`config.mk`:
```
export PLATFORM = sky130hd
export DESIGN_NAME = lru_way_select
export DESIGN_NICKNAME = d
export VERILOG_FILES = /design/src/design/icache_pkg.sv /design/src/design/lru_way_select.sv
export VERILOG_INCLUDE_DIRS = /design/src /design/src/include
export SDC_FILE = /design/constraint.sdc
export NUM_CORES = 1
export LEC_CHECK = 0
export ABC_AREA = 1
export BUFFER_PORTS_ARGS = -buffer_cell sky130_fd_sc_hd__buf_2
export CAP_MARGIN = 30
export CORE_MARGIN = 10
export CORE_UTILIZATION = 46
export DETAILED_ROUTE_END_ITERATION = 10
export MAX_ROUTING_LAYER = met4
export PLACE_DENSITY_LB_ADDON = 0.15
export SLEW_MARGIN = 20
export SYNTH_ARGS = -nofsm -noshare
export SYNTH_HDL_FRONTEND = slang
export SYNTH_SLANG_ARGS = --single-unit
```
`constraint.sdc`:
```
create_clock -name clk -period 2.5 [get_ports clk]
set_input_delay 0.375 -clock clk [delete_from_list [all_inputs] [get_ports clk]]
set_output_delay 0.375 -clock clk [all_outputs]
set_load 0.03 [all_outputs]
```
`src/include/icache_consts.svh`:
```
`ifndef ICACHE_CONSTS_SVH
`define ICACHE_CONSTS_SVH

// Instruction and fetch address width
`define ICACHE_WORD_W 32

// One line is four instructions
`define ICACHE_LINE_W 128

// Geometry
`define ICACHE_WAYS 2
`define ICACHE_SETS 64
`define ICACHE_SET_LOG 6

// Byte offset within a line
`define ICACHE_OFS_LOG 4

// Whatever is left above index and offset
`define ICACHE_TAG_W 22

`endif
```
`src/design/icache_pkg.sv`:
```
package icache_pkg;

`include "icache_consts.svh"

    // Instruction or byte address
    typedef logic [`ICACHE_WORD_W-1:0] word_t;

    typedef logic [`ICACHE_LINE_W-1:0] line_t;

    // Address fields
    typedef logic [`ICACHE_SET_LOG-1:0] set_idx_t;
    typedef logic [`ICACHE_TAG_W-1:0] tag_t;

    // Word within a line, offset bits above the byte bits
    typedef logic [`ICACHE_OFS_LOG-3:0] word_sel_t;

    // One bit per way
    typedef logic [`ICACHE_WAYS-1:0] way_mask_t;

    // Miss handling FSM
    typedef enum logic [1:0]
    {
        st_idle,
        st_lookup,
        st_mem_req,
        st_refill
    } ctrl_state_t;

endpackage

```
`src/design/lru_way_select.sv`:
```
`timescale 1ns/1ns
`include "icache_consts.svh"

module lru_way_select
    import icache_pkg::*;
(
    input  logic      clk,
    input  logic      rst_n,
    input  set_idx_t  addr,
    input  way_mask_t hit,
    input  logic      update,
    input  way_mask_t fill_way,
    input  logic      fill,
    input  way_mask_t valid_mask,
    output way_mask_t victim
);

    // Most recently used way, one bit per set
    logic [`ICACHE_SETS-1:0] mru;

    always_ff @(posedge clk)
    begin
        if (!rst_n)
        begin
            mru <= '0;
        end
        else if (fill)
        begin
            mru[addr] <= fill_way[1];
        end
        else if (update)
        begin
            mru[addr] <= hit[1];
        end
    end

    // Empty way first, then the one not used last
    always_comb
    begin
        if (!valid_mask[0])
            victim = way_mask_t'(2'b01);
        else if (!valid_mask[1])
            victim = way_mask_t'(2'b10);
        else if (mru[addr])
            victim = way_mask_t'(2'b01);
        else
            victim = way_mask_t'(2'b10);
    end

endmodule

```
==> Word-level counts from Yosys, hierarchy flattened <==
Cells that the tools add are included.
{ "word_totals": {"ff_bits": 64, "inputBits": 16, "out_inout_bits": 2, "wordCells": 16} }
{ "classes": {"order_cmp": 2, "mux": 11, "reduce_logical": 2} }
{ "op_table": {"columns": ["op", "count"], "rows": [
  ["64-bit bitwise mux", 2],
  ["64-bit two-way mux", 2],
  ["6-bit by 7-bit less-than comparator with 1-bit output (second input constant)", 1],
  ["1-bit binary-select mux with 6-bit select", 1],
  ["1-bit demux with 6-bit select", 1],
  ["6-bit by 1-bit greater-or-equal comparator with 1-bit output (second input constant)", 1],
  ["2-bit two-way mux", 3],
  ["1-bit two-way mux", 2],
  ["2-bit nonzero test", 1],
  ["1-bit logical AND", 1]
]} }

==> Depth between registers and ports, before layout <==
Gate-level depths: netlist of the first run.
{ "depth": {"ltp_word": 7, "ltp_mapped": 15, "mapped_depth_nobuf": 13} }

==> Worst setup path after synthesis of the first run <==
OpenSTA, ideal clock, no wires.
{ "synth_path": {"path_type": "input -> output", "start": "in addr[0]", "end": "out victim[1]", "arrival_time_ns": 1.592, "required_time_ns": 2.125, "path_slack_ns": 0.533, "cell_stages": 12, "path_buffers": 3, "path_cell_list": "buf_6 -> inv_2 -> buf_6 -> buf_6 -> nand2_1 -> nand3_1 -> nand2_1 -> o21ai_1 -> nand2_1 -> nor2_1 -> nand2_1 -> a21oi_2"} }
{ "synth_between": {"elab_chain_cells": 5} }
{ "synth_lines": {"columns": ["item", "line", "rtl"], "rows": [
  ["start, declared", "lru_way_select.sv:9", "input set_idx_t addr,"],
  ["1-bit binary-select mux with 6-bit select", "lru_way_select.sv:44", "else if (mru[addr])"],
  ["1-bit two-way mux (implied by the code)", "lru_way_select.sv:44", null],
  ["2-bit two-way mux", "lru_way_select.sv:44", null],
  ["2-bit two-way mux", "lru_way_select.sv:42", "else if (!valid_mask[1])"],
  ["2-bit two-way mux", "lru_way_select.sv:40", "if (!valid_mask[0])"],
  ["end, declared", "lru_way_select.sv:15", "output way_mask_t victim"]
]} }
No other way between the ends. The select of a mux whose other input is x is not followed.

==> Final worst setup path of the first run <==
Same ends and word-level chain as after synthesis.

==> flow_summary_export.csv, run 1 <==
group,metric,value,unit
synth,avgSynthCellArea,6.636,µm²
final_layout,syn_to_final_growth,10.92,%
sta,setup-tns-final,0,ns
drt,vias,3423,
worst_setup_path,r2r_slack,1.86,ns
placed_design,globalplace.congestion,0.8987,
drt,wirelength,9600,µm
drt,drc_errors,0,
global_route,busiest_layer,"met2",
sta,slew_headroom,57.65,%
sta,period_share,94.84,%
global_route,grt_pass1_vias,3137,
clock_tree,cts_made_buffers,9,
drt,via_per_inst,5.266,
global_route,met1_usage,22.63,%
drt,dr.pass1.iters,5,
sta,drv_slew,0,
synth,yosys.area.top_type,"dfxtp_1",
worst_setup_path,cp.required,2.12,ns
global_route,grtUsageTotal,17.58,%
synth,ys_seq_elements,64,
placed_design,preCtsSetupSlack,0.1730,ns
worst_setup_path,path_class,"primary input to output pin",
min_path,min_from,"rst_n",
clock_tree,clock_sinks,64,
clock_tree,insertion_delay,0.33,ns
worst_setup_path,reg2regPathDepth,2,
synth,synth_cell_types,26,
synth,seq_area_frac_synth,36.43,%
synth,synth_area_leaders,"dfxtp_1 (36%), nor3_1 (17%), nand2_1 (14%), a21oi_1 (9.0%), nor3_4 (3.7%)",
placed_design,io_buffers,15,
synth,synth_top_area_share,36.43,%
placed_design,place_hpwl,6645,µm
final_layout,fin_nets,562,
drt,routedWlPerCell,14.77,µm
floorplanning,ioPinCount,18,
global_route,met3_usage,3.234,%
floorplanning,die_area,11540,µm²
job,maxCapViolations,0,
min_path,hold_path_end,"mru[58]$_SDFFE_PN0P_",
pwr,peakVddDrop,0.3101,mV
sta,hold_viol,0,
clock_tree,cts_root_buf,"clkbuf_8",
sta,skew,0,ns
global_route,overflow,0,
sta,worst_pin_slew,0.6353,ns
drt,ant_nets,0,
global_route,grt_util_met2,27.49,%
clock_tree,clk_pin_slew,0.07,ns
final_layout,antenna_cells,0,
clock_tree,hold_buffers,0,
final_layout,biggestRegsByFlops,"mru: 64 flops",
global_route,antenna_found_initial,0,
floorplanning,fp.dieH,107.4,µm
sta,rsz0062_at_grt,"false",
sta,setup-violations-final,0,
pwr,leakagePower,1.535,nW
floorplanning,initial_core_util,47.98,%
min_path,worstHoldPathType,"primary input to register",
clock_tree,cts.htree.levels,3,
clock_tree,cts_tree,"done",
final_layout,largest_reg_flops,64,
worst_setup_path,rr_startpoint,"mru[1]$_SDFFE_PN0P_",
global_route,grt_max_degree,59,
worst_setup_path,worst-path-max-fanout,29,
synth,synth_warnings,0,
sta,clock.fmax,0.4217,GHz
worst_setup_path,critPathArrivalTime,2.00,ns
global_route,grt_pass1_wl,16040,µm
floorplanning,rows,31,
worst_setup_path,endpoint_kind,"output pin",
synth,synth_cells,530,
sta,finalCriticalPeriod,2.371,ns
worst_setup_path,r2r_end,"mru[1]$_SDFFE_PN0P_",
synth,syn_nets,546,
clock_tree,clock_path_buffers,2,
clock_tree,cts_resized,0,
floorplanning,core,7331,µm²
final_layout,regMostFlops,"mru",
sta,worst_slack,0.1289,ns
floorplanning,die_w,107.4,µm
run_status,status,"finished clean",
synth,netlist_area,3517,µm²
worst_setup_path,critPathLaunchType,"primary input",
pwr,pwr_density_cell,569.3,nW/µm²
clock_tree,post-cts-setup-buffers,0,
final_layout,layout-drive-gt1-share,17.79,%
min_path,min_path_cells,3,
drt,drt_iter0_markers,155,
worst max-delay path, stage by stage:
cell     delay [ns]
buf_2          0.28
inv_2          0.08
buf_12         0.18
or2_0          0.21
nand2_1        0.06
nand2_1        0.08
o21ai_1        0.13
nand2_1        0.06
nor2_1         0.10
nand2_1        0.09
a21oi_2        0.12
buf_2          0.21
worst max-delay path by stage:
stage / from / endpoint / slack, ns / depth (start not counted)
floorplan: addr[0] / victim[1] / 0.53 / 12
global placement: addr[0] / victim[1] / 0.20 / 12
CTS: addr[0] / victim[1] / 0.17 / 12
detailed placement: addr[0] / victim[1] / 0.17 / 12
finish: addr[0] / victim[1] / 0.13 / 12
global route: addr[0] / victim[1] / 0.05 / 15
cells in the mapped netlist:
cell,n
nand2_1,134
nor3_1,117
dfxtp_1,64
a21oi_1,63
inv_1,32
inv_2,24
nor2_1,15
nand3_1,12
nand2_2,9
nor3_4,8
o21ai_1,8
buf_1,6
buf_2,6
clkbuf_1,6
buf_4,5
nor2_2,4
buf_6,3
nor2_4,3
o21ai_0,2
or2_1,2
or2_2,2
a21oi_2,1
clkinv_2,1
mux2_2,1
o211ai_1,1
or2_0,1
layout by cell type, fill, tap and decap left out, types with 11 or more instances in the layout:
cell / netlist / layout
nand2_1: 134 / 134
nor3_1: 117 / 117
dfxtp_1: 64 / 64
a21oi_1: 63 / 63
inv_1: 32 / 32
inv_2: 24 / 24
nor2_1: 15 / 15
buf_2: 6 / 15
buf_4: 5 / 15
nand3_1: 12 / 12
clkbuf_8: 0 / 11
per-layer routing:
| metal | part of all wire, % | routed length [µm] |
|---|---|---|
| met1 | 47 | 4489 |
| met2 | 46 | 4458 |
| met3 | 5.6 | 537 |
| met4 | 1.2 | 115 |
| met5 | 0 | 0 |
metrics by stage:
stage / util, % / cell area [µm²] / instances / hold slack [ns] / power [mW]
global route: 53.22 / 3901 / 650 / 0.3391 / 2.306
finish: 53.22 / 3901 / 650 / 0.3308 / 2.221
detailed placement: 50.50 / 3702 / 634 / 0.4393 / 1.330
floorplan: - / 3517 / 530 / 0.4231 / 1.254
global placement: 50.50 / 3702 / 634 / 0.4338 / 1.327
CTS: 53.22 / 3901 / 650 / 0.3201 / 2.235
logic make-up (layout without fill, tap and decap cells):
logic type,Yosys count,in the layout,share of synthesized area (%)
compound gates,75,75,10.85
buf+inv,83,104,10.28
flops,64,64,36.43
mux,1,1,0.3201
simple gates,307,307,42.12
cell type report:
| class | instances | area, µm² |
|---|---|---|
| repair buffers | 31 | 207.7 |
| fillers | 728 | 3430 |
| multi-input cells | 383 | 1874 |
| well taps | 99 | 123.9 |
| clock inverters | 3 | 40.04 |
| flip-flops and latches | 64 | 1281 |
| clock buffers | 13 | 158.9 |
| inverters | 57 | 215.2 |
power breakdown:
part / switching (mW) / total, mW / internal [mW]
logic: 0.201 / 0.274 / 0.0727
clock network: 0.399 / 0.912 / 0.513
registers: 0.00528 / 1.04 / 1.03
Note: power is estimated with default switching activity, not from simulation.
==> run 2: changes to the inputs <==
--- a/config.mk
+++ b/config.mk
@@ -9,8 +9,8 @@
 export ABC_AREA = 1
 export BUFFER_PORTS_ARGS = -buffer_cell sky130_fd_sc_hd__buf_2
 export CAP_MARGIN = 30
-export CORE_MARGIN = 10
-export CORE_UTILIZATION = 46
+export CORE_MARGIN = 2
+export CORE_UTILIZATION = 50
 export DETAILED_ROUTE_END_ITERATION = 10
 export MAX_ROUTING_LAYER = met4
 export PLACE_DENSITY_LB_ADDON = 0.15
==> run 2 against run 1 <==
Effect of this change: hold slack worse by 0.0092 ns; final cell count is 0.92% lower; sequential power hardly changed; clock power is 15% higher; critical path depth is 3 higher; sequential share of layout area is 0.12 points lower; largest cell class unchanged.
==> flow_summary_export.csv, run 2 (same netlist as run 1, synthesis figures left out) <==
group,metric,value,unit
run_status,status,"finished clean",
sta,worst_pin_slew,0.7086,ns
final_layout,fillers,678,
final_layout,syn_to_final_growth,11.31,%
worst_setup_path,cp_slowest_cell,"clkbuf_4",
global_route,overflow,0,
sta,hold_viol,0,
worst_setup_path,critPathLaunchType,"primary input",
min_path,min_from,"rst_n",
clock_tree,clock_sinks,64,
placed_design,place_hpwl,6489,µm
clock_tree,cts_root_buf,"clkbuf_8",
worst_setup_path,crit_chain,"clkbuf_4 -> inv_2 -> buf_12 -> nand2_1 -> nand2_1 -> nand2_1 -> nand2_1 -> nand2_1 -> nand2_1 -> nand2_1 -> nand2_1 -> nor2_1 -> nand2_1 -> a21oi_2 -> buf_2",
final_layout,layout_common_cells,"nand2_1 (134), nor3_1 (117), dfxtp_1 (64)",
worst_setup_path,rr_startpoint,"mru[28]$_SDFFE_PN0P_",
drt,routedWlPerCell,14.92,µm
worst_setup_path,crit_start,"addr[0]",
final_layout,multi_input_area,1878,µm²
final_layout,biggestRegsByFlops,"mru: 64 flops",
final_layout,regMostFlops,"mru",
final_layout,design_area,3915,µm²
placed_design,io_buffers,15,
drt,dr.pass1.iters,5,
final_layout,fin_nets,559,
drt,ant_nets,0,
sta,finalCriticalPeriod,2.231,ns
drt,wirelength,9607,µm
global_route,grtUsageTotal,27.81,%
clock_tree,cts_made_buffers,9,
worst_setup_path,endpoint_kind,"output pin",
clock_tree,cts.htree.levels,3,
global_route,antenna_found_initial,0,
pwr,pwr_density_cell,601.5,nW/µm²
sta,skew,0,ns
worst_setup_path,cpMostUsedCell,"nand2_1",
worst_setup_path,worst-path-max-fanout,28,
final_layout,layout-drive-gt1-share,17.34,%
clock_tree,insertion_delay,0.35,ns
worst_setup_path,critPathArrivalTime,1.86,ns
worst_setup_path,critPathTopFamily,"buffers and inverters",
floorplanning,ioPinCount,18,
floorplanning,die_w,87.87,µm
floorplanning,fp.dieH,87.87,µm
sta,slew_headroom,52.76,%
worst_setup_path,path_class,"primary input to output pin",
drt,drt_iter0_markers,312,
worst_setup_path,worst_path_largest_cell_delay,0.24,ns
worst_setup_path,cp_num_buf_inv,4,
global_route,grt_pass1_vias,3087,
floorplanning,die_area,7721,µm²
drt,vias,3476,
global_route,grt_max_degree,65,
clock_tree,post-cts-setup-buffers,0,
clock_tree,hold_buffers,0,
clock_tree,cts_tree,"done",
sta,setup-violations-final,0,
final_layout,final_common_cell,"nand2_1",
drt,via_per_inst,5.398,
drt,drc_errors,0,
floorplanning,initial_core_util,51.77,%
worst_setup_path,cp.required,2.12,ns
global_route,grt_pass1_wl,15930,µm
pwr,leakagePower,1.539,nW
final_layout,largest_reg_flops,64,
job,maxCapViolations,0,
placed_design,place_area,3680,µm²
min_path,worstHoldPathType,"primary input to register",
sta,period_share,89.22,%
pwr,peakVddDrop,0.3390,mV
sta,setup-tns-final,0,ns
sta,clock.fmax,0.4483,GHz
sta,rsz0062_at_grt,"false",
clock_tree,clk_pin_slew,0.07,ns
floorplanning,core,6794,µm²
final_layout,antenna_cells,0,
floorplanning,rows,30,
placed_design,globalplace.congestion,0.8770,
clock_tree,clock_path_buffers,2,
final_layout,register_area,1281,µm²
sta,drv_slew,0,
## run 2: cell types whose count changed in the layout (fill, tap and decap cells not counted), sizes merged
cell / delta
clkbuf: +2
buf: -4
clkinv: -2
bufinv: +1
## run 2: worst register-to-register path, cell delays in order, from the launching register on
cell,delay (ns)
dfxtp_1,0.35
a21oi_1,0.05
nor3_1,0.21
## run 2: cell type report
cell class / instances / area share (%)
multi-input combinational: 383 / 47.97
clock inverter: 2 / 1.534
sequential: 64 / 32.73
timing repair buffer: 28 / 4.794
tap: 96 / 3.068
clock buffer: 14 / 4.410
inverter: 57 / 5.497
## run 2: per-layer routing
layer / up-vias / share of wire, % / wire (µm) / track usage (%)
met1: 1557 / 48 / 4615 / 39.78
li1: 1771 / - / - / -
met4: 0 / 1.9 / 178 / 11.05
met5: - / 0 / 0 / -
met3: 17 / 6.8 / 656 / 4.241
met2: 131 / 43 / 4156 / 39.19
## run 2: path summary, 6_finish.rpt
kind	endpoint	slack, ns	cells after the start
worst max register to register	mru[28]$_SDFFE_PN0P_	1.81	2
worst max-delay path	victim[1]	0.27	15
worst min register to register	mru[52]$_SDFFE_PN0P_	0.45	2
worst min-delay path	mru[50]$_SDFFE_PN0P_	0.32	3
## run 2: through the flow
step | instances | hold slack (ns) | total power, mW | setup WS [ns] | util (%)
finish | 644 | 0.3216 | 2.355 | 0.2694 | 57.62
global route | 644 | 0.3598 | 2.436 | 0.02544 | 57.62
CTS | 644 | 0.3136 | 2.365 | 0.2024 | 57.59
floorplan | 530 | 0.4231 | 1.254 | 0.5327 | -
detailed placement | 628 | 0.4408 | 1.325 | 0.2047 | 54.16
global placement | 628 | 0.4345 | 1.321 | 0.2291 | 54.11
## run 2: what timing repair did
item	4_1_cts	5_1_grt
setup endpoints to repair	0	2
hold endpoints to repair	0	0
gates resized for setup	0	1
## run 2: power by group
part           switching (mW)  internal [mW]
combinational           0.201         0.0699
clock                   0.404          0.645
sequential            0.00549           1.03
total                   0.610           1.74
==> run 3: changes to the inputs <==
--- a/config.mk
+++ b/config.mk
@@ -10,7 +10,7 @@
 export BUFFER_PORTS_ARGS = -buffer_cell sky130_fd_sc_hd__buf_2
 export CAP_MARGIN = 30
 export CORE_MARGIN = 2
-export CORE_UTILIZATION = 50
+export CORE_UTILIZATION = 40
 export DETAILED_ROUTE_END_ITERATION = 10
 export MAX_ROUTING_LAYER = met4
 export PLACE_DENSITY_LB_ADDON = 0.15
==> run 3 against run 2 <==
Effect of this change: critical path depth fell by 4; combinational power barely moved; total power fell by 2.3%; wire length rose by 1.3%.
==> flow_summary_export.csv, run 3 (same netlist as run 1, synthesis figures left out) <==
group,metric,value,unit
worst_setup_path,cpMostUsedCell,"nand2_1",
worst_setup_path,cp_slowest_cell,"or2_2",
clock_tree,cts_root_buf,"clkbuf_8",
drt,vias,3466,
pwr,p_sw_share,26.50,%
worst_setup_path,reg2regPathDepth,2,
sta,drv_slew,0,
worst_setup_path,rr_startpoint,"mru[9]$_SDFFE_PN0P_",
floorplanning,initial_core_util,40.73,%
min_path,min_path_cells,3,
clock_tree,clock_path_buffers,2,
pwr,combPwrFrac,11.9,%
global_route,grt_pass1_vias,3146,
drt,routedWlPerCell,14.81,µm
pwr,seq_power_share,45.0,%
sta,slew_headroom,56.66,%
floorplanning,ioPinCount,18,
final_layout,fillers,908,
worst_setup_path,critPathTopFamily,"simple AND/OR/NAND/NOR gates",
pwr,p_switching,609.7,µW
placed_design,io_buffers,15,
global_route,grtUsageTotal,21.69,%
sta,hold_viol,0,
sta,period_share,88.76,%
clock_tree,hold_buffers,0,
worst_setup_path,worst_path_largest_cell_delay,0.28,ns
final_layout,final_common_cell,"nand2_1",
clock_tree,clk_pin_slew,0.07,ns
drt,drt_iter0_markers,202,
worst_setup_path,critPathLaunchType,"primary input",
clock_tree,cts_tree,"done",
clock_tree,cts_resized,0,
pwr,p_int,1.691,mW
global_route,grt_max_degree,59,
global_route,grt_pass1_wl,16170,µm
run_status,status,"finished clean",
drt,drc_errors,0,
drt,via_per_inst,5.275,
worst_setup_path,path_class,"primary input to output pin",
final_layout,syn_to_final_growth,11.60,%
final_layout,layout_common_cells,"nand2_1 (134), nor3_1 (117), dfxtp_1 (64)",
sta,skew,0,ns
worst_setup_path,r2r_end,"mru[9]$_SDFFE_PN0P_",
pwr,peakVddDrop,0.1987,mV
floorplanning,die_w,97.77,µm
worst_setup_path,cp.required,2.12,ns
floorplanning,fp.dieH,97.77,µm
drt,dr.pass1.iters,4,
min_path,min_from,"rst_n",
worst_setup_path,endpoint_kind,"output pin",
final_layout,layout-drive-gt1-share,17.30,%
sta,finalCriticalPeriod,2.219,ns
pwr,pwr_density_cell,586.2,nW/µm²
final_layout,fin_nets,560,
placed_design,place_hpwl,6711,µm
worst_setup_path,worst-path-max-fanout,18,
pwr,leakagePower,1.534,nW
min_path,hold_path_end,"mru[60]$_SDFFE_PN0P_",
sta,clock.fmax,0.4507,GHz
clock_tree,insertion_delay,0.33,ns
sta,setup-violations-final,0,
final_layout,biggestRegsByFlops,"mru: 64 flops",
clock_tree,cts.htree.levels,3,
worst_setup_path,cp_num_buf_inv,3,
sta,setup-tns-final,0,ns
placed_design,place_area,3711,µm²
min_path,worstHoldPathType,"primary input to register",
pwr,power.share.clock,43.1,%
clock_tree,clock_sinks,64,
sta,rsz0062_at_grt,"false",
global_route,antenna_found_initial,0,
final_layout,largest_reg_flops,64,
final_layout,design_area,3925,µm²
floorplanning,core,8636,µm²
sta,worst_pin_slew,0.6501,ns
drt,wirelength,9733,µm
job,maxCapViolations,0,
clock_tree,cts_made_buffers,9,
floorplanning,rows,34,
worst_setup_path,r2r_slack,1.83,ns
drt,ant_nets,0,
placed_design,globalplace.congestion,0.8473,
global_route,overflow,0,
clock_tree,post-cts-setup-buffers,0,
worst_setup_path,critPathArrivalTime,1.84,ns
worst_setup_path,crit_chain,"buf_2 -> buf_4 -> or2_2 -> nand3_1 -> nand2_1 -> o21ai_1 -> nand2_1 -> nor2_1 -> nand2_1 -> a21oi_2 -> buf_2",
final_layout,antenna_cells,0,
floorplanning,die_area,9559,µm²
final_layout,regMostFlops,"mru",
run 3: routing by layer:
metal / share of wire, % / GRT usage [%] / vias up
met5: 0 / - / -
met4: 0.87 / 4.915 / 0
met3: 5.5 / 4.295 / 7
met2: 46 / 33.32 / 94
met1: 48 / 29.76 / 1592
li1: - / - / 1773
run 3: power groups by stage:
stage	Combinational (mW)	Clock (mW)	Sequential, mW
floorplan	0.196	0	1.06
global route	0.302	1.06	1.04
CTS	0.273	1.01	1.03
finish	0.273	0.993	1.04
detailed placement	0.274	0	1.06
global placement	0.272	0	1.06
run 3: layout make-up:
cell class / instances / area, µm² / share of cell area [%]
Inverter: 57 / 215.2 / 5.483
Sequential cell: 64 / 1281 / 32.64
Tap cell: 108 / 135.1 / 3.443
Clock inverter: 3 / 65.06 / 1.658
Timing Repair Buffer: 29 / 205.2 / 5.228
Clock buffer: 13 / 148.9 / 3.793
Multi-Input combinational cell: 383 / 1874 / 47.75
run 3: through the flow:
step | setup WS (ns) | utilization, % | instances | power (mW) | hold WS (ns)
finish | 0.2810 | 45.45 | 657 | 2.301 | 0.3280
global route | 0.1197 | 45.45 | 657 | 2.400 | 0.3354
CTS | 0.2703 | 45.45 | 657 | 2.318 | 0.3150
detailed placement | 0.2749 | 42.97 | 641 | 1.332 | 0.4385
global placement | 0.2971 | 42.97 | 641 | 1.330 | 0.4348
floorplan | 0.5327 | - | 530 | 1.254 | 0.4231
run 3: worst max path at each step:
stage | start | to | depth (start not counted)
final | addr[0] | victim[1] | 11
after global routing | addr[0] | victim[1] | 12
after CTS | addr[0] | victim[1] | 11
after detailed placement | addr[0] | victim[1] | 11
after global placement | addr[0] | victim[1] | 11
after floorplan | addr[0] | victim[1] | 12
run 3: worst register-to-register path, stage by stage, from the launching register on:
cell     delay (ns)
dfxtp_1        0.32
a21oi_1        0.14
nor3_1         0.07
